===== config.mk =====
export PLATFORM = sky130hd
export DESIGN_NAME = score_keeper_top
export DESIGN_NICKNAME = d
export VERILOG_FILES = /design/src/score_pkg.sv /design/src/catch_decode.sv /design/src/side_score.sv /design/src/score_result.sv /design/src/score_digits.sv /design/src/score_keeper_top.sv
export SDC_FILE = /design/constraint.sdc
export NUM_CORES = 1
export LEC_CHECK = 0
export ABC_AREA = 1
export BUFFER_PORTS_ARGS = -buffer_cell sky130_fd_sc_hd__buf_2
export CORE_MARGIN = 2
export CORE_UTILIZATION = 61
export CTS_CLUSTER_SIZE = 16
export DETAILED_ROUTE_END_ITERATION = 10
export PLACE_DENSITY_LB_ADDON = 0.3
export REMOVE_ABC_BUFFERS = 1
export SLEW_MARGIN = 20
export SYNTH_ARGS = -nofsm -noshare
export SYNTH_HDL_FRONTEND = slang
export SYNTH_SLANG_ARGS = --single-unit

===== constraint.sdc =====
create_clock -name Clk -period 8 [get_ports Clk]
set_clock_uncertainty 0.1 [all_clocks]
set_input_delay 0.4 -clock Clk [delete_from_list [all_inputs] [get_ports Clk]]
set_output_delay 0.4 -clock Clk [all_outputs]
set_load 0.02 [all_outputs]

===== src/score_pkg.sv =====
`default_nettype none

package score_pkg;

	////////////////////////////////
	// sizes
	////////////////////////////////
	localparam int NUM_TARGETS = 14;
	localparam int SCORE_WIDTH = 20;
	localparam int NUM_DIGITS = 5;
	localparam int DIGIT_WIDTH = 4;
	localparam int IDX_WIDTH = $clog2(NUM_TARGETS);

	typedef logic [SCORE_WIDTH-1:0] score_t;
	typedef logic [NUM_TARGETS-1:0] target_mask_t;
	typedef logic [IDX_WIDTH-1:0] target_idx_t;
	typedef logic [DIGIT_WIDTH-1:0] digit_t;
	// most significant digit in the top nibble
	typedef logic [NUM_DIGITS*DIGIT_WIDTH-1:0] bcd_score_t;

	// lane FSM encoding as seen from the game side
	// any value not named here means catches are ignored
	typedef enum logic [2:0] {
		LANE_SCORING = 3'd0,
		LANE_BLOCKED = 3'd3
	} lane_state_t;

	////////////////////////////////
	// tables
	////////////////////////////////
	// points per target, index 0 first
	localparam score_t TARGET_VALUE [NUM_TARGETS] = '{
		20'd500, 20'd500, 20'd250, 20'd250,
		20'd100, 20'd100, 20'd50,  20'd50,
		20'd600, 20'd20,  20'd50,  20'd50,
		20'd20,  20'd20
	};

	// weight of each displayed digit, units first
	localparam score_t DIGIT_WEIGHT [NUM_DIGITS] = '{
		20'd1, 20'd10, 20'd100, 20'd1000, 20'd10000
	};

endpackage

`default_nettype wire


===== src/catch_decode.sv =====
`default_nettype none

module catch_decode (
	input  logic                    Clk,
	input  logic                    reset,
	input  logic                    round_start,
	input  score_pkg::target_mask_t catches,
	input  score_pkg::lane_state_t  lane_state,
	output logic                    award_valid,
	output score_pkg::target_idx_t  award_idx,
	output logic                    award_scores
);
	import score_pkg::*;

	target_mask_t claimed;
	target_mask_t pending;
	logic         lane_live;

	////////////////////////////////
	// lane state
	////////////////////////////////
	// blocked lane still uses up targets, scoring lane also earns points
	assign lane_live = (lane_state == LANE_SCORING) || (lane_state == LANE_BLOCKED);
	assign award_scores = (lane_state == LANE_SCORING);

	////////////////////////////////
	// target select
	////////////////////////////////
	// caught and not yet claimed this round
	assign pending = catches & ~claimed;

	// walk down so the lowest index wins
	always_comb begin
		award_valid = 1'b0;
		award_idx = '0;
		for (int i = NUM_TARGETS - 1; i >= 0; i--) begin
			if (pending[i]) begin
				award_valid = lane_live;
				award_idx = target_idx_t'(i);
			end
		end
	end

	////////////////////////////////
	// claimed mask
	////////////////////////////////
	always_ff @(posedge Clk) begin
		if (reset) begin
			claimed <= '0;
		end else if (round_start) begin
			// new round re-arms every target
			claimed <= '0;
		end else if (award_valid) begin
			claimed[award_idx] <= 1'b1;
		end
	end

endmodule

`default_nettype wire


===== src/side_score.sv =====
`default_nettype none

module side_score (
	input  logic                   Clk,
	input  logic                   reset,
	input  logic                   round_start,
	input  logic                   double_active,
	input  logic                   award_valid,
	input  logic                   award_scores,
	input  score_pkg::target_idx_t award_idx,
	output score_pkg::score_t      score
);
	import score_pkg::*;

	logic   earn;
	score_t award_points;

	// points only count in the scoring lane with double mode on
	assign earn = award_valid && award_scores && double_active;

	// idx is only looked at with a valid award, so it stays in 0..13
	assign award_points = TARGET_VALUE[award_idx];

	////////////////////////////////
	// accumulator
	////////////////////////////////
	always_ff @(posedge Clk) begin
		if (reset) begin
			score <= '0;
		end else if (round_start) begin
			// catches in this cycle are dropped
			score <= '0;
		end else if (earn) begin
			score <= score + award_points;
		end
	end

endmodule

`default_nettype wire


===== src/score_result.sv =====
`default_nettype none

module score_result (
	input  logic              Clk,
	input  logic              reset,
	input  logic              round_start,
	input  logic              time_end,
	input  score_pkg::score_t score_left,
	input  score_pkg::score_t score_right,
	input  score_pkg::score_t target_score,
	output score_pkg::score_t total_score,
	output logic              show_fail
);

	logic below_target;

	////////////////////////////////
	// total
	////////////////////////////////
	// total lags the side scores by one edge
	always_ff @(posedge Clk) begin
		if (reset) begin
			total_score <= '0;
		end else if (!round_start) begin
			total_score <= score_left + score_right;
		end
	end

	////////////////////////////////
	// verdict
	////////////////////////////////
	// compares the registered total, not the live sum
	assign below_target = (total_score < target_score);

	always_ff @(posedge Clk) begin
		if (reset) begin
			show_fail <= 1'b0;
		end else begin
			show_fail <= time_end && below_target;
		end
	end

endmodule

`default_nettype wire


===== src/score_digits.sv =====
`default_nettype none

module score_digits (
	input  logic                  Clk,
	input  score_pkg::score_t     score,
	output score_pkg::bcd_score_t digits
);
	import score_pkg::*;

	// quot[i] is score / 10^i
	score_t quot [NUM_DIGITS];
	digit_t digit [NUM_DIGITS];

	////////////////////////////////
	// stage one
	////////////////////////////////
	// constant divisors, one per digit weight
	always_ff @(posedge Clk) begin
		for (int i = 0; i < NUM_DIGITS; i++) begin
			quot[i] <= score / DIGIT_WEIGHT[i];
		end
	end

	////////////////////////////////
	// stage two
	////////////////////////////////
	// strip the next weight off each quotient
	always_ff @(posedge Clk) begin
		for (int i = 0; i < NUM_DIGITS - 1; i++) begin
			digit[i] <= digit_t'(quot[i] - score_t'(10) * quot[i+1]);
		end
		// top digit is the quotient itself, wraps past 99999
		digit[NUM_DIGITS-1] <= digit_t'(quot[NUM_DIGITS-1]);
	end

	// pack units into the low nibble
	always_comb begin
		for (int i = 0; i < NUM_DIGITS; i++) begin
			digits[i*DIGIT_WIDTH +: DIGIT_WIDTH] = digit[i];
		end
	end

endmodule

`default_nettype wire


===== src/score_keeper_top.sv =====
`default_nettype none

module score_keeper_top (
	input  logic                  Clk,
	input  logic                  reset,
	input  logic                  round_start,
	input  logic                  double_active,
	input  logic                  time_end,
	input  score_pkg::target_mask_t catch_left,
	input  score_pkg::target_mask_t catch_right,
	input  score_pkg::lane_state_t  lane_state_left,
	input  score_pkg::lane_state_t  lane_state_right,
	input  score_pkg::score_t     target_score,
	output score_pkg::score_t     score_left,
	output score_pkg::score_t     score_right,
	output score_pkg::score_t     total_score,
	output score_pkg::bcd_score_t digits_left,
	output score_pkg::bcd_score_t digits_right,
	output score_pkg::bcd_score_t digits_total,
	output logic                  show_fail
);
	import score_pkg::*;

	logic        award_valid_left;
	logic        award_scores_left;
	target_idx_t award_idx_left;
	logic        award_valid_right;
	logic        award_scores_right;
	target_idx_t award_idx_right;

	////////////////////////////////
	// left side
	////////////////////////////////
	catch_decode i_decode_left (
		.Clk          (Clk),
		.reset        (reset),
		.round_start  (round_start),
		.catches      (catch_left),
		.lane_state   (lane_state_left),
		.award_valid  (award_valid_left),
		.award_idx    (award_idx_left),
		.award_scores (award_scores_left)
	);

	side_score i_score_left (
		.Clk           (Clk),
		.reset         (reset),
		.round_start   (round_start),
		.double_active (double_active),
		.award_valid   (award_valid_left),
		.award_scores  (award_scores_left),
		.award_idx     (award_idx_left),
		.score         (score_left)
	);

	////////////////////////////////
	// right side
	////////////////////////////////
	catch_decode i_decode_right (
		.Clk          (Clk),
		.reset        (reset),
		.round_start  (round_start),
		.catches      (catch_right),
		.lane_state   (lane_state_right),
		.award_valid  (award_valid_right),
		.award_idx    (award_idx_right),
		.award_scores (award_scores_right)
	);

	side_score i_score_right (
		.Clk           (Clk),
		.reset         (reset),
		.round_start   (round_start),
		.double_active (double_active),
		.award_valid   (award_valid_right),
		.award_scores  (award_scores_right),
		.award_idx     (award_idx_right),
		.score         (score_right)
	);

	////////////////////////////////
	// total, verdict, display
	////////////////////////////////
	score_result i_result (
		.Clk          (Clk),
		.reset        (reset),
		.round_start  (round_start),
		.time_end     (time_end),
		.score_left   (score_left),
		.score_right  (score_right),
		.target_score (target_score),
		.total_score  (total_score),
		.show_fail    (show_fail)
	);

	// digits trail their score by two edges
	score_digits i_digits_left (
		.Clk    (Clk),
		.score  (score_left),
		.digits (digits_left)
	);

	score_digits i_digits_right (
		.Clk    (Clk),
		.score  (score_right),
		.digits (digits_right)
	);

	score_digits i_digits_total (
		.Clk    (Clk),
		.score  (total_score),
		.digits (digits_total)
	);

endmodule

`default_nettype wire


==> results of run 1 <==
==> stage by stage <==
| stage | setup WS, ps | area (um2) |
|---|---|---|
| detailed placement | 708 | 29600 |
| floorplan | 1640 | 27800 |
| CTS | 667 | 30300 |
| global placement | 810 | 29600 |
| finish | 820 | 30300 |
| global route | -121 | 30300 |
==> worst paths after layout <==
| path | startpoint | end | depth (start not counted) |
|---|---|---|---|
| worst max-delay path | i_result.total_score[14] | i_digits_total.quot[3][0] | 58 |
| worst min-delay path | catch_left[0] | i_decode_left.claimed[0] | 3 |
| worst max register to register | i_result.total_score[14] | i_digits_total.quot[3][0] | 58 |
| worst min register to register | i_digits_left.quot[0][83] | i_digits_left.digit[0][19] | 0 |
==> power by group through the flow <==
stage | sequential, uW | clock [uW] | combinational (uW)
5_1_grt | 1240 | 1030 | 9240
3_5_place_dp | 1260 | 0 | 7840
4_1_cts | 1230 | 997 | 7910
2_1_floorplan | 1320 | 0 | 6600
3_3_place_gp | 1250 | 0 | 7710
6_report | 1230 | 980 | 7910
==> worst register-to-register path, delay by kind of cell, from the launching register on <==
kind | cells | cell delay [ps]
AO/OA/AOI/OAI | 3 | 590
AND/OR/NAND/NOR | 50 | 5380
flip-flops | 1 | 490
buffers and inverters | 5 | 510
==> final cells by class <==
type	instances	area share
multi-input combinational	3868	0.684
antenna	3	0.000248
sequential	200	0.133
tap	607	0.0250
timing repair buffer	203	0.0360
clock inverter	15	0.00747
inverter	798	0.100
clock buffer	17	0.0140
==> repair_timing <==
| action | CTS | global route |
|---|---|---|
| buffers inserted | 0 | 0 |
| resized for setup | 0 | 15 |
| setup endpoints to repair | 0 | 6 |
==> sequential cells by signal, indices dropped and copies added, names as in the netlist, 19 cells and up <==
| signal | cells |
|---|---|
| i_digits_left.quot | 19 |
| i_digits_left.digit | 19 |
| i_digits_right.digit | 19 |
| i_score_left.score | 19 |
| i_score_right.score | 19 |
| i_digits_right.quot | 19 |
| i_result.total_score | 19 |
| i_digits_total.quot | 19 |
| i_digits_total.digit | 19 |
==> per-layer routing <==
| layer | up-vias | part of all wire | global-route usage |
|---|---|---|---|
| li1 | 15900 | - | - |
| met1 | 13500 | 0.46 | 0.361 |
| met2 | 671 | 0.47 | 0.498 |
| met3 | 85 | 0.053 | 0.0475 |
| met4 | 0 | 0.019 | 0.0843 |
| met5 | - | 0 | 0 |
==> cell usage in the layout (no fill, tap or decap), types with 10 or more instances in the layout <==
| master | instances |
|---|---|
| nand2_1 | 1542 |
| nand3_2 | 66 |
| nor2_1 | 338 |
| buf_2 | 173 |
| fa_1 | 15 |
| nand2_4 | 83 |
| nand4_1 | 76 |
| nor2_4 | 24 |
| inv_1 | 686 |
| o211ai_1 | 13 |
| buf_4 | 30 |
| a21oi_2 | 12 |
| a31oi_1 | 10 |
| o21ai_2 | 12 |
| inv_2 | 83 |
| clkinv_1 | 20 |
| nor2_2 | 53 |
| dfxtp_1 | 192 |
| o21ai_0 | 173 |
| nand3b_1 | 21 |
| nand2_2 | 225 |
| a21oi_1 | 194 |
| nand3_1 | 493 |
| and2_1 | 10 |
| nor3_1 | 27 |
| clkbuf_16 | 17 |
| ha_1 | 67 |
| a21o_1 | 10 |
| o21ai_1 | 83 |
| xnor2_1 | 57 |
| xor2_1 | 148 |
| o21bai_1 | 13 |
==> cell families after synthesis <==
family	after synthesis	share of synthesized area
other	1	0.000132
muxes	1	0.000352
adders and majority gates	82	0.0400
DFF	200	0.141
and+or+nand+nor	2997	0.506
xor gates and xnor gates	211	0.0676
AOI/OAI and AO/OA	571	0.114
buffers and inverters	896	0.131
==> results.md, run 1 <==
* Mean post-synth cell area at 5.73 um2
* Post-route DRC at 0
* CP top delay family: simple AND/OR/NAND/NOR gates
* FF+latch area at 4020 um2
* Synth top area share at 0.204
* Critical path fanouts, max at 11
* Yosys reg bits at 200
* Area Overhead vs Synth at 6.65%
* Placed insts at 5676
* Placer Congestion at 0.949
* Sw Pwr at 5830 uW
* Hold Buf Count CTS at 0
* Critical path's most frequent cell: nand2_1
* Post-Layout Cell Count at 5711
* Port Buffers at 173
* Combinational fraction of design power at 0.782
* Relative slew slack at 0.519
* Post-DR vias/cell at 5.28
* Wirelength, routed at 69600 um
* Initial antenna violation count at 5
* Max VDD drop at 0.948 mV
* Die ar. at 48400 um2
* Post-synthesis sequential area ratio at 0.141
* Synthesized area at 28400 um2
* Total GRT Usage at 0.286
* Max_cap viols at 0
* DPL Wire Length at 55700 um
* Core area at 46300 um2
* Worst-Margin Slew at 721 ps
* Total negative slack at 0 ps
* Ys flop type: dfxtp_1
* Synth cell types at 82
* Final period utilization at 0.898
* CTS H-Tree Depth at 4
* CP Buf/Inv Count at 5
* Grt ovf at 0
* CTS tree: done
* Fillers at 4445
* Top cells by instance count after synthesis: 1543 x nand2_1, 686 x inv_1, 494 x nand3_1
* Standard-cell rows at 79
* Sink Count at 200
* Latest clock arrival within the worst-skew pair at 510 ps
* Fin. Hold Viols at 0
* Clock slew seen by the registers of the worst setup and hold paths at 90 ps
* End-of-flow core utilization at 0.655
* Min-delay worst type: primary input to flop
* Max incr delay on CP at 490 ps
* Run status: finished, final reports clean
* Clock share of power at 0.097
* Antenna viol nets, final at 0
* Number of buffers created by CTS at 17
* Most common cell in the netlist: nand2_1
* Final setup fails at 0
* Final Max Slew Viols at 0
* Clock Path Buffers at 2
* Internal power at 4290 uW
* Switching Share at 0.576
* IO Count at 180
* Synth area leader: nand2_1
* Slack of the worst reg-to-reg path at 820 ps
* Layout cells sized above 1 at 0.168
* Asr flop ratio synth at 0
* Nets at 5229
* Via count at 30200
* Warnings from Yosys at 0
* Sequential share of power at 0.122
* Initial cell density of the core at 0.615
* Largest net degree at the start of global routing at 40
* Crit path required time at 8300 ps
* Data arrival time of the critical path at 7480 ps
* Worst hold slack at 53.2 ps
* Die Width at 220 um
* RSZ-0062 raised after global routing: yes
* Number of global-route vias before repair at 26700
* Post-synth EDFFs at 0
* Pwr dens at 334 nW/um2
* Crit path kind: flop to flop
* Area of the multi-input gates at 20800 um2
* CP Capture Type: flop
* Tot Pwr at 10100 uW
* Largest cells by area after synthesis: nand2_1 20%, dfxtp_1 14%, inv_1 9.1%, nand3_1 8.7%, nand2_2 4.9%
* CTS root buf: clkbuf_16
* Period minus WS final at 7180 ps
* Wire per inst at 12.2 um
* Pre-antenna DRT Iters at 7
* Worst Setup Start Kind: flop
* Die Ht at 220 um
* Lkg Pwr at 0.0182 uW
* Initial drt markers at 1726
* Post-Synthesis Cells at 4959
* First-pass GRT wire length at 118000 um
* Fmax at 139 MHz
* Slowest stage cell, crit path: dfxtp_2
Note: power is estimated with default switching activity, not from simulation.
==> run 2, diff against run 1 <==
- BUFFER_PORTS_ARGS: -buffer_cell sky130_fd_sc_hd__buf_2 -> -buffer_cell sky130_fd_sc_hd__clkbuf_2
- SYNTH_HIERARCHICAL: not set -> 1
==> run 2 against run 1 <==
  * Routed wire length up 6.1%
  * Die area up 9.1%
  * Sequential power up 3%
  * Critical path type unchanged
==> results.md, run 2 <==
* Run status: finished, final reports clean
* Fin. Hold Viols at 0 (unchanged)
* Fillers at 4757 (+7.0%)
* Mean post-synth cell area at 5.88 um2 (+2.5%)
* Post-synthesis sequential area ratio at 0.133 (-0.00747)
* Post-route DRC at 0 (unchanged)
* Pre-antenna DRT Iters at 6 (-1)
* Via count at 32000 (+6.0%)
* Synth area leader: nand2_1
* Crit path kind: flop to flop
* Core area at 50300 um2 (+8.7%)
* Yosys reg bits at 207 (+3.5%)
* Diode count at 0 (-3)
* Final period utilization at 0.899 (+0.00158)
* Top cells by instance count after synthesis: 1575 x nand2_1, 687 x inv_1, 556 x nand3_1
* Critical path fanouts, max at 10 (-1)
* Critical Path Stages at 59 (+1.7%)
* Initial cell density of the core at 0.618 (+0.00352)
* Final Max Slew Viols at 0 (unchanged)
* Pwr dens at 304 nW/um2 (-8.9%)
* CP top delay family: simple AND/OR/NAND/NOR gates
* Layout cells sized above 1 at 0.210 (+0.0420)
* RR Startpoint: i_result/total_score[16]
* Worst Setup Start Kind: flop
* Relative slew slack at 0.448 (-0.0704)
* Clock slew seen by the registers of the worst setup and hold paths at 60 ps (-30 ps)
* Crit path required time at 8370 ps (+70 ps)
* Wire per inst at 12.1 um (-1.1%)
* Sink Count at 207 (+3.5%)
* Warnings from Yosys at 6 (+6)
* Initial drt markers at 1686 (-2.3%)
* CTS tree: done
* DPL Wire Length at 58200 um (+4.5%)
* Lkg Pwr at 0.0194 uW (+6.5%)
* CTS H-Tree Depth at 1 (-3)
* Period minus WS final at 7190 ps (+12.6 ps)
* Total negative slack at 0 ps (unchanged)
* Latest clock arrival within the worst-skew pair at 570 ps (+60 ps)
* Grt ovf at 0 (unchanged)
* Commonest non-fill, non-tap cell in the layout: nand2_1
* CTS root buf: clkbuf_16
* Worst Setup EP: i_digits_total/quot[0][60]
* CP Buf/Inv Count at 8 (+3)
* Largest cells by area after synthesis: nand2_1 19%, dfxtp_1 13%, nand3_1 9.0%, inv_1 8.3%, nand2_2 6.8%
* Die ar. at 52800 um2 (+9.1%)
* Wirelength, routed at 73900 um (+6.1%)
* Worst setup startpoint: i_result/total_score[16]
* Most frequent cells in the layout: 1575 x nand2_1, 687 x inv_1, 556 x nand3_1
* IO Count at 180 (unchanged)
* Post-CTS setup buffer count at 0 (unchanged)
* Max incr delay on CP at 700 ps (+210 ps)
* Area Overhead vs Synth at 6.69% (about the same)
* FF+latch area at 4150 um2 (+3.2%)
* Clock Path Buffers at 3 (+1)
* Initial antenna violation count at 0 (-5)
* Slack of the worst reg-to-reg path at 810 ps (about the same)
* Post-DR vias/cell at 5.22 (-1.2%)
* First-pass GRT wire length at 127000 um (+7.8%)
* Fmax at 139 MHz (-0.18%)
* Synth cell types at 62 (-24%)
* Area of the multi-input gates at 23000 um2 (+11%)
* Total GRT Usage at 0.273 (-0.0136)
* Most common cell in the netlist: nand2_1
* Number of buffers created by CTS at 26 (+9)
* Post-synth EDFFs at 0 (unchanged)
* RSZ-0062 raised after global routing: no
* Asr flop ratio synth at 0 (unchanged)
* Final setup fails at 0 (unchanged)
* Max_cap viols at 0 (unchanged)
* Worst hold slack at 105 ps (+51.4 ps)
* Die Ht at 230 um (+4.5%)
* Data arrival time of the critical path at 7560 ps (+80 ps)
* Synthesized area at 31100 um2 (+9.3%)
* Nets at 5580 (+6.7%)
* Worst-Margin Slew at 827 ps (+106 ps)
* FF-to-FF End: i_digits_total/quot[0][60]
* Die Width at 230 um (+4.5%)
* CP Capture Type: flop
* Min-delay worst type: primary input to flop
* Post-Synthesis Cells at 5288 (+6.6%)
* Antenna viol nets, final at 0 (unchanged)
* Largest net degree at the start of global routing at 30 (-25%)
* Standard-cell rows at 82 (+3.8%)
* Slowest stage cell, crit path: dfxtp_1
* Number of global-route vias before repair at 29100 (+9.1%)
* Port Buffers at 177 (+2.3%)
* Placer Congestion at 0.927 (-2.3%)
* R2R cell count at 59 (+1.7%)
* Synth top area share at 0.190 (-0.0135)
* Max VDD drop at 0.918 mV (-3.1%)
* Ys flop type: dfxtp_1
-- run 2: changes by cell type in the layout (fill, tap and decap cells not counted), sizes merged, moves of 57 or more --
| cell | previous run | this run |
|---|---|---|
| buf | 203 | 35 |
| o21ai | 268 | 211 |
| nand3 | 567 | 677 |
| nand2 | 1850 | 1988 |
| nor2 | 415 | 487 |
| clkbuf | 17 | 206 |
-- run 2: stage by stage --
| stage | cells | total power, uW | worst slack, ps | utilization | instance area (um2) |
|---|---|---|---|---|---|
| 2_1_floorplan | 5195 | 7580 | 1500 | - | 30200 |
| 3_3_place_gp | 6079 | 8600 | 708 | 0.641 | 32200 |
| 3_5_place_dp | 6079 | 8780 | 656 | 0.641 | 32200 |
| 4_1_cts | 6128 | 10100 | 634 | 0.659 | 33100 |
| 5_1_grt | 6128 | 11300 | 11.6 | 0.659 | 33200 |
| 6_report | 6128 | 10100 | 807 | 0.659 | 33200 |
-- run 2: layer usage --
layer / vias to the layer above / routed length [um] / GRT usage
li1: 17000 / - / -
met1: 14200 / 33800 / 0.345
met2: 692 / 34900 / 0.490
met3: 110 / 3680 / 0.0274
met4: 0 / 1520 / 0.0752
met5: - / 0 / 0
-- run 2: timing repair --
item                                    CTS  global route
endpoints found under the setup margin    0             4
resized for setup                         0             4
hold endpoints to repair                  3             0
hold buffers                              3             0
-- run 2: layout make-up --
class | count | share of cell area
clock inverters | 17 | 0.00672
clock buffers | 29 | 0.0203
well taps | 672 | 0.0254
multi-input cells | 4162 | 0.693
flip-flops and latches | 207 | 0.125
inverters | 826 | 0.0942
repair buffers | 215 | 0.0356
-- run 2: cells by family after synthesis --
group | count (synthesis) | synth area share
other cells | 2 | 0.000242
compound gates | 470 | 0.0921
buf+inv | 919 | 0.127
xor+xnor | 223 | 0.0654
flops | 207 | 0.133
simple gates | 3384 | 0.544
fa+ha+maj | 83 | 0.0370
-- run 2: report_power, final --
part / total (uW) / switching (uW) / internal [uW]
combinational: 7560 / 5030 / 2540
sequential: 1270 / 61.5 / 1210
clock: 1240 / 504 / 740
total: 10100 / 5590 / 4490
-- run 2: how the worst min path moves through the flow --
stage,start,cells past startpoint,endpoint
floorplan,i_digits_left/quot[0][0],0,i_digits_left/digit[0][0]
global placement,i_digits_left/quot[0][0],0,i_digits_left/digit[0][0]
detailed placement,i_digits_left/quot[0][0],0,i_digits_left/digit[0][0]
CTS,catch_left[2],4,i_decode_left/claimed[11]
global route,catch_left[2],4,i_decode_left/claimed[11]
finish,catch_left[2],4,i_decode_left/claimed[11]
-- run 2: worst register-to-register path: cells and delay by family (launching register included) --
kind,cells,cell delay (ps)
and+or+nand+nor,48,4960
buffers and inverters,8,840
DFF,1,700
AOI/OAI and AO/OA,1,110
xor gates and xnor gates,2,430
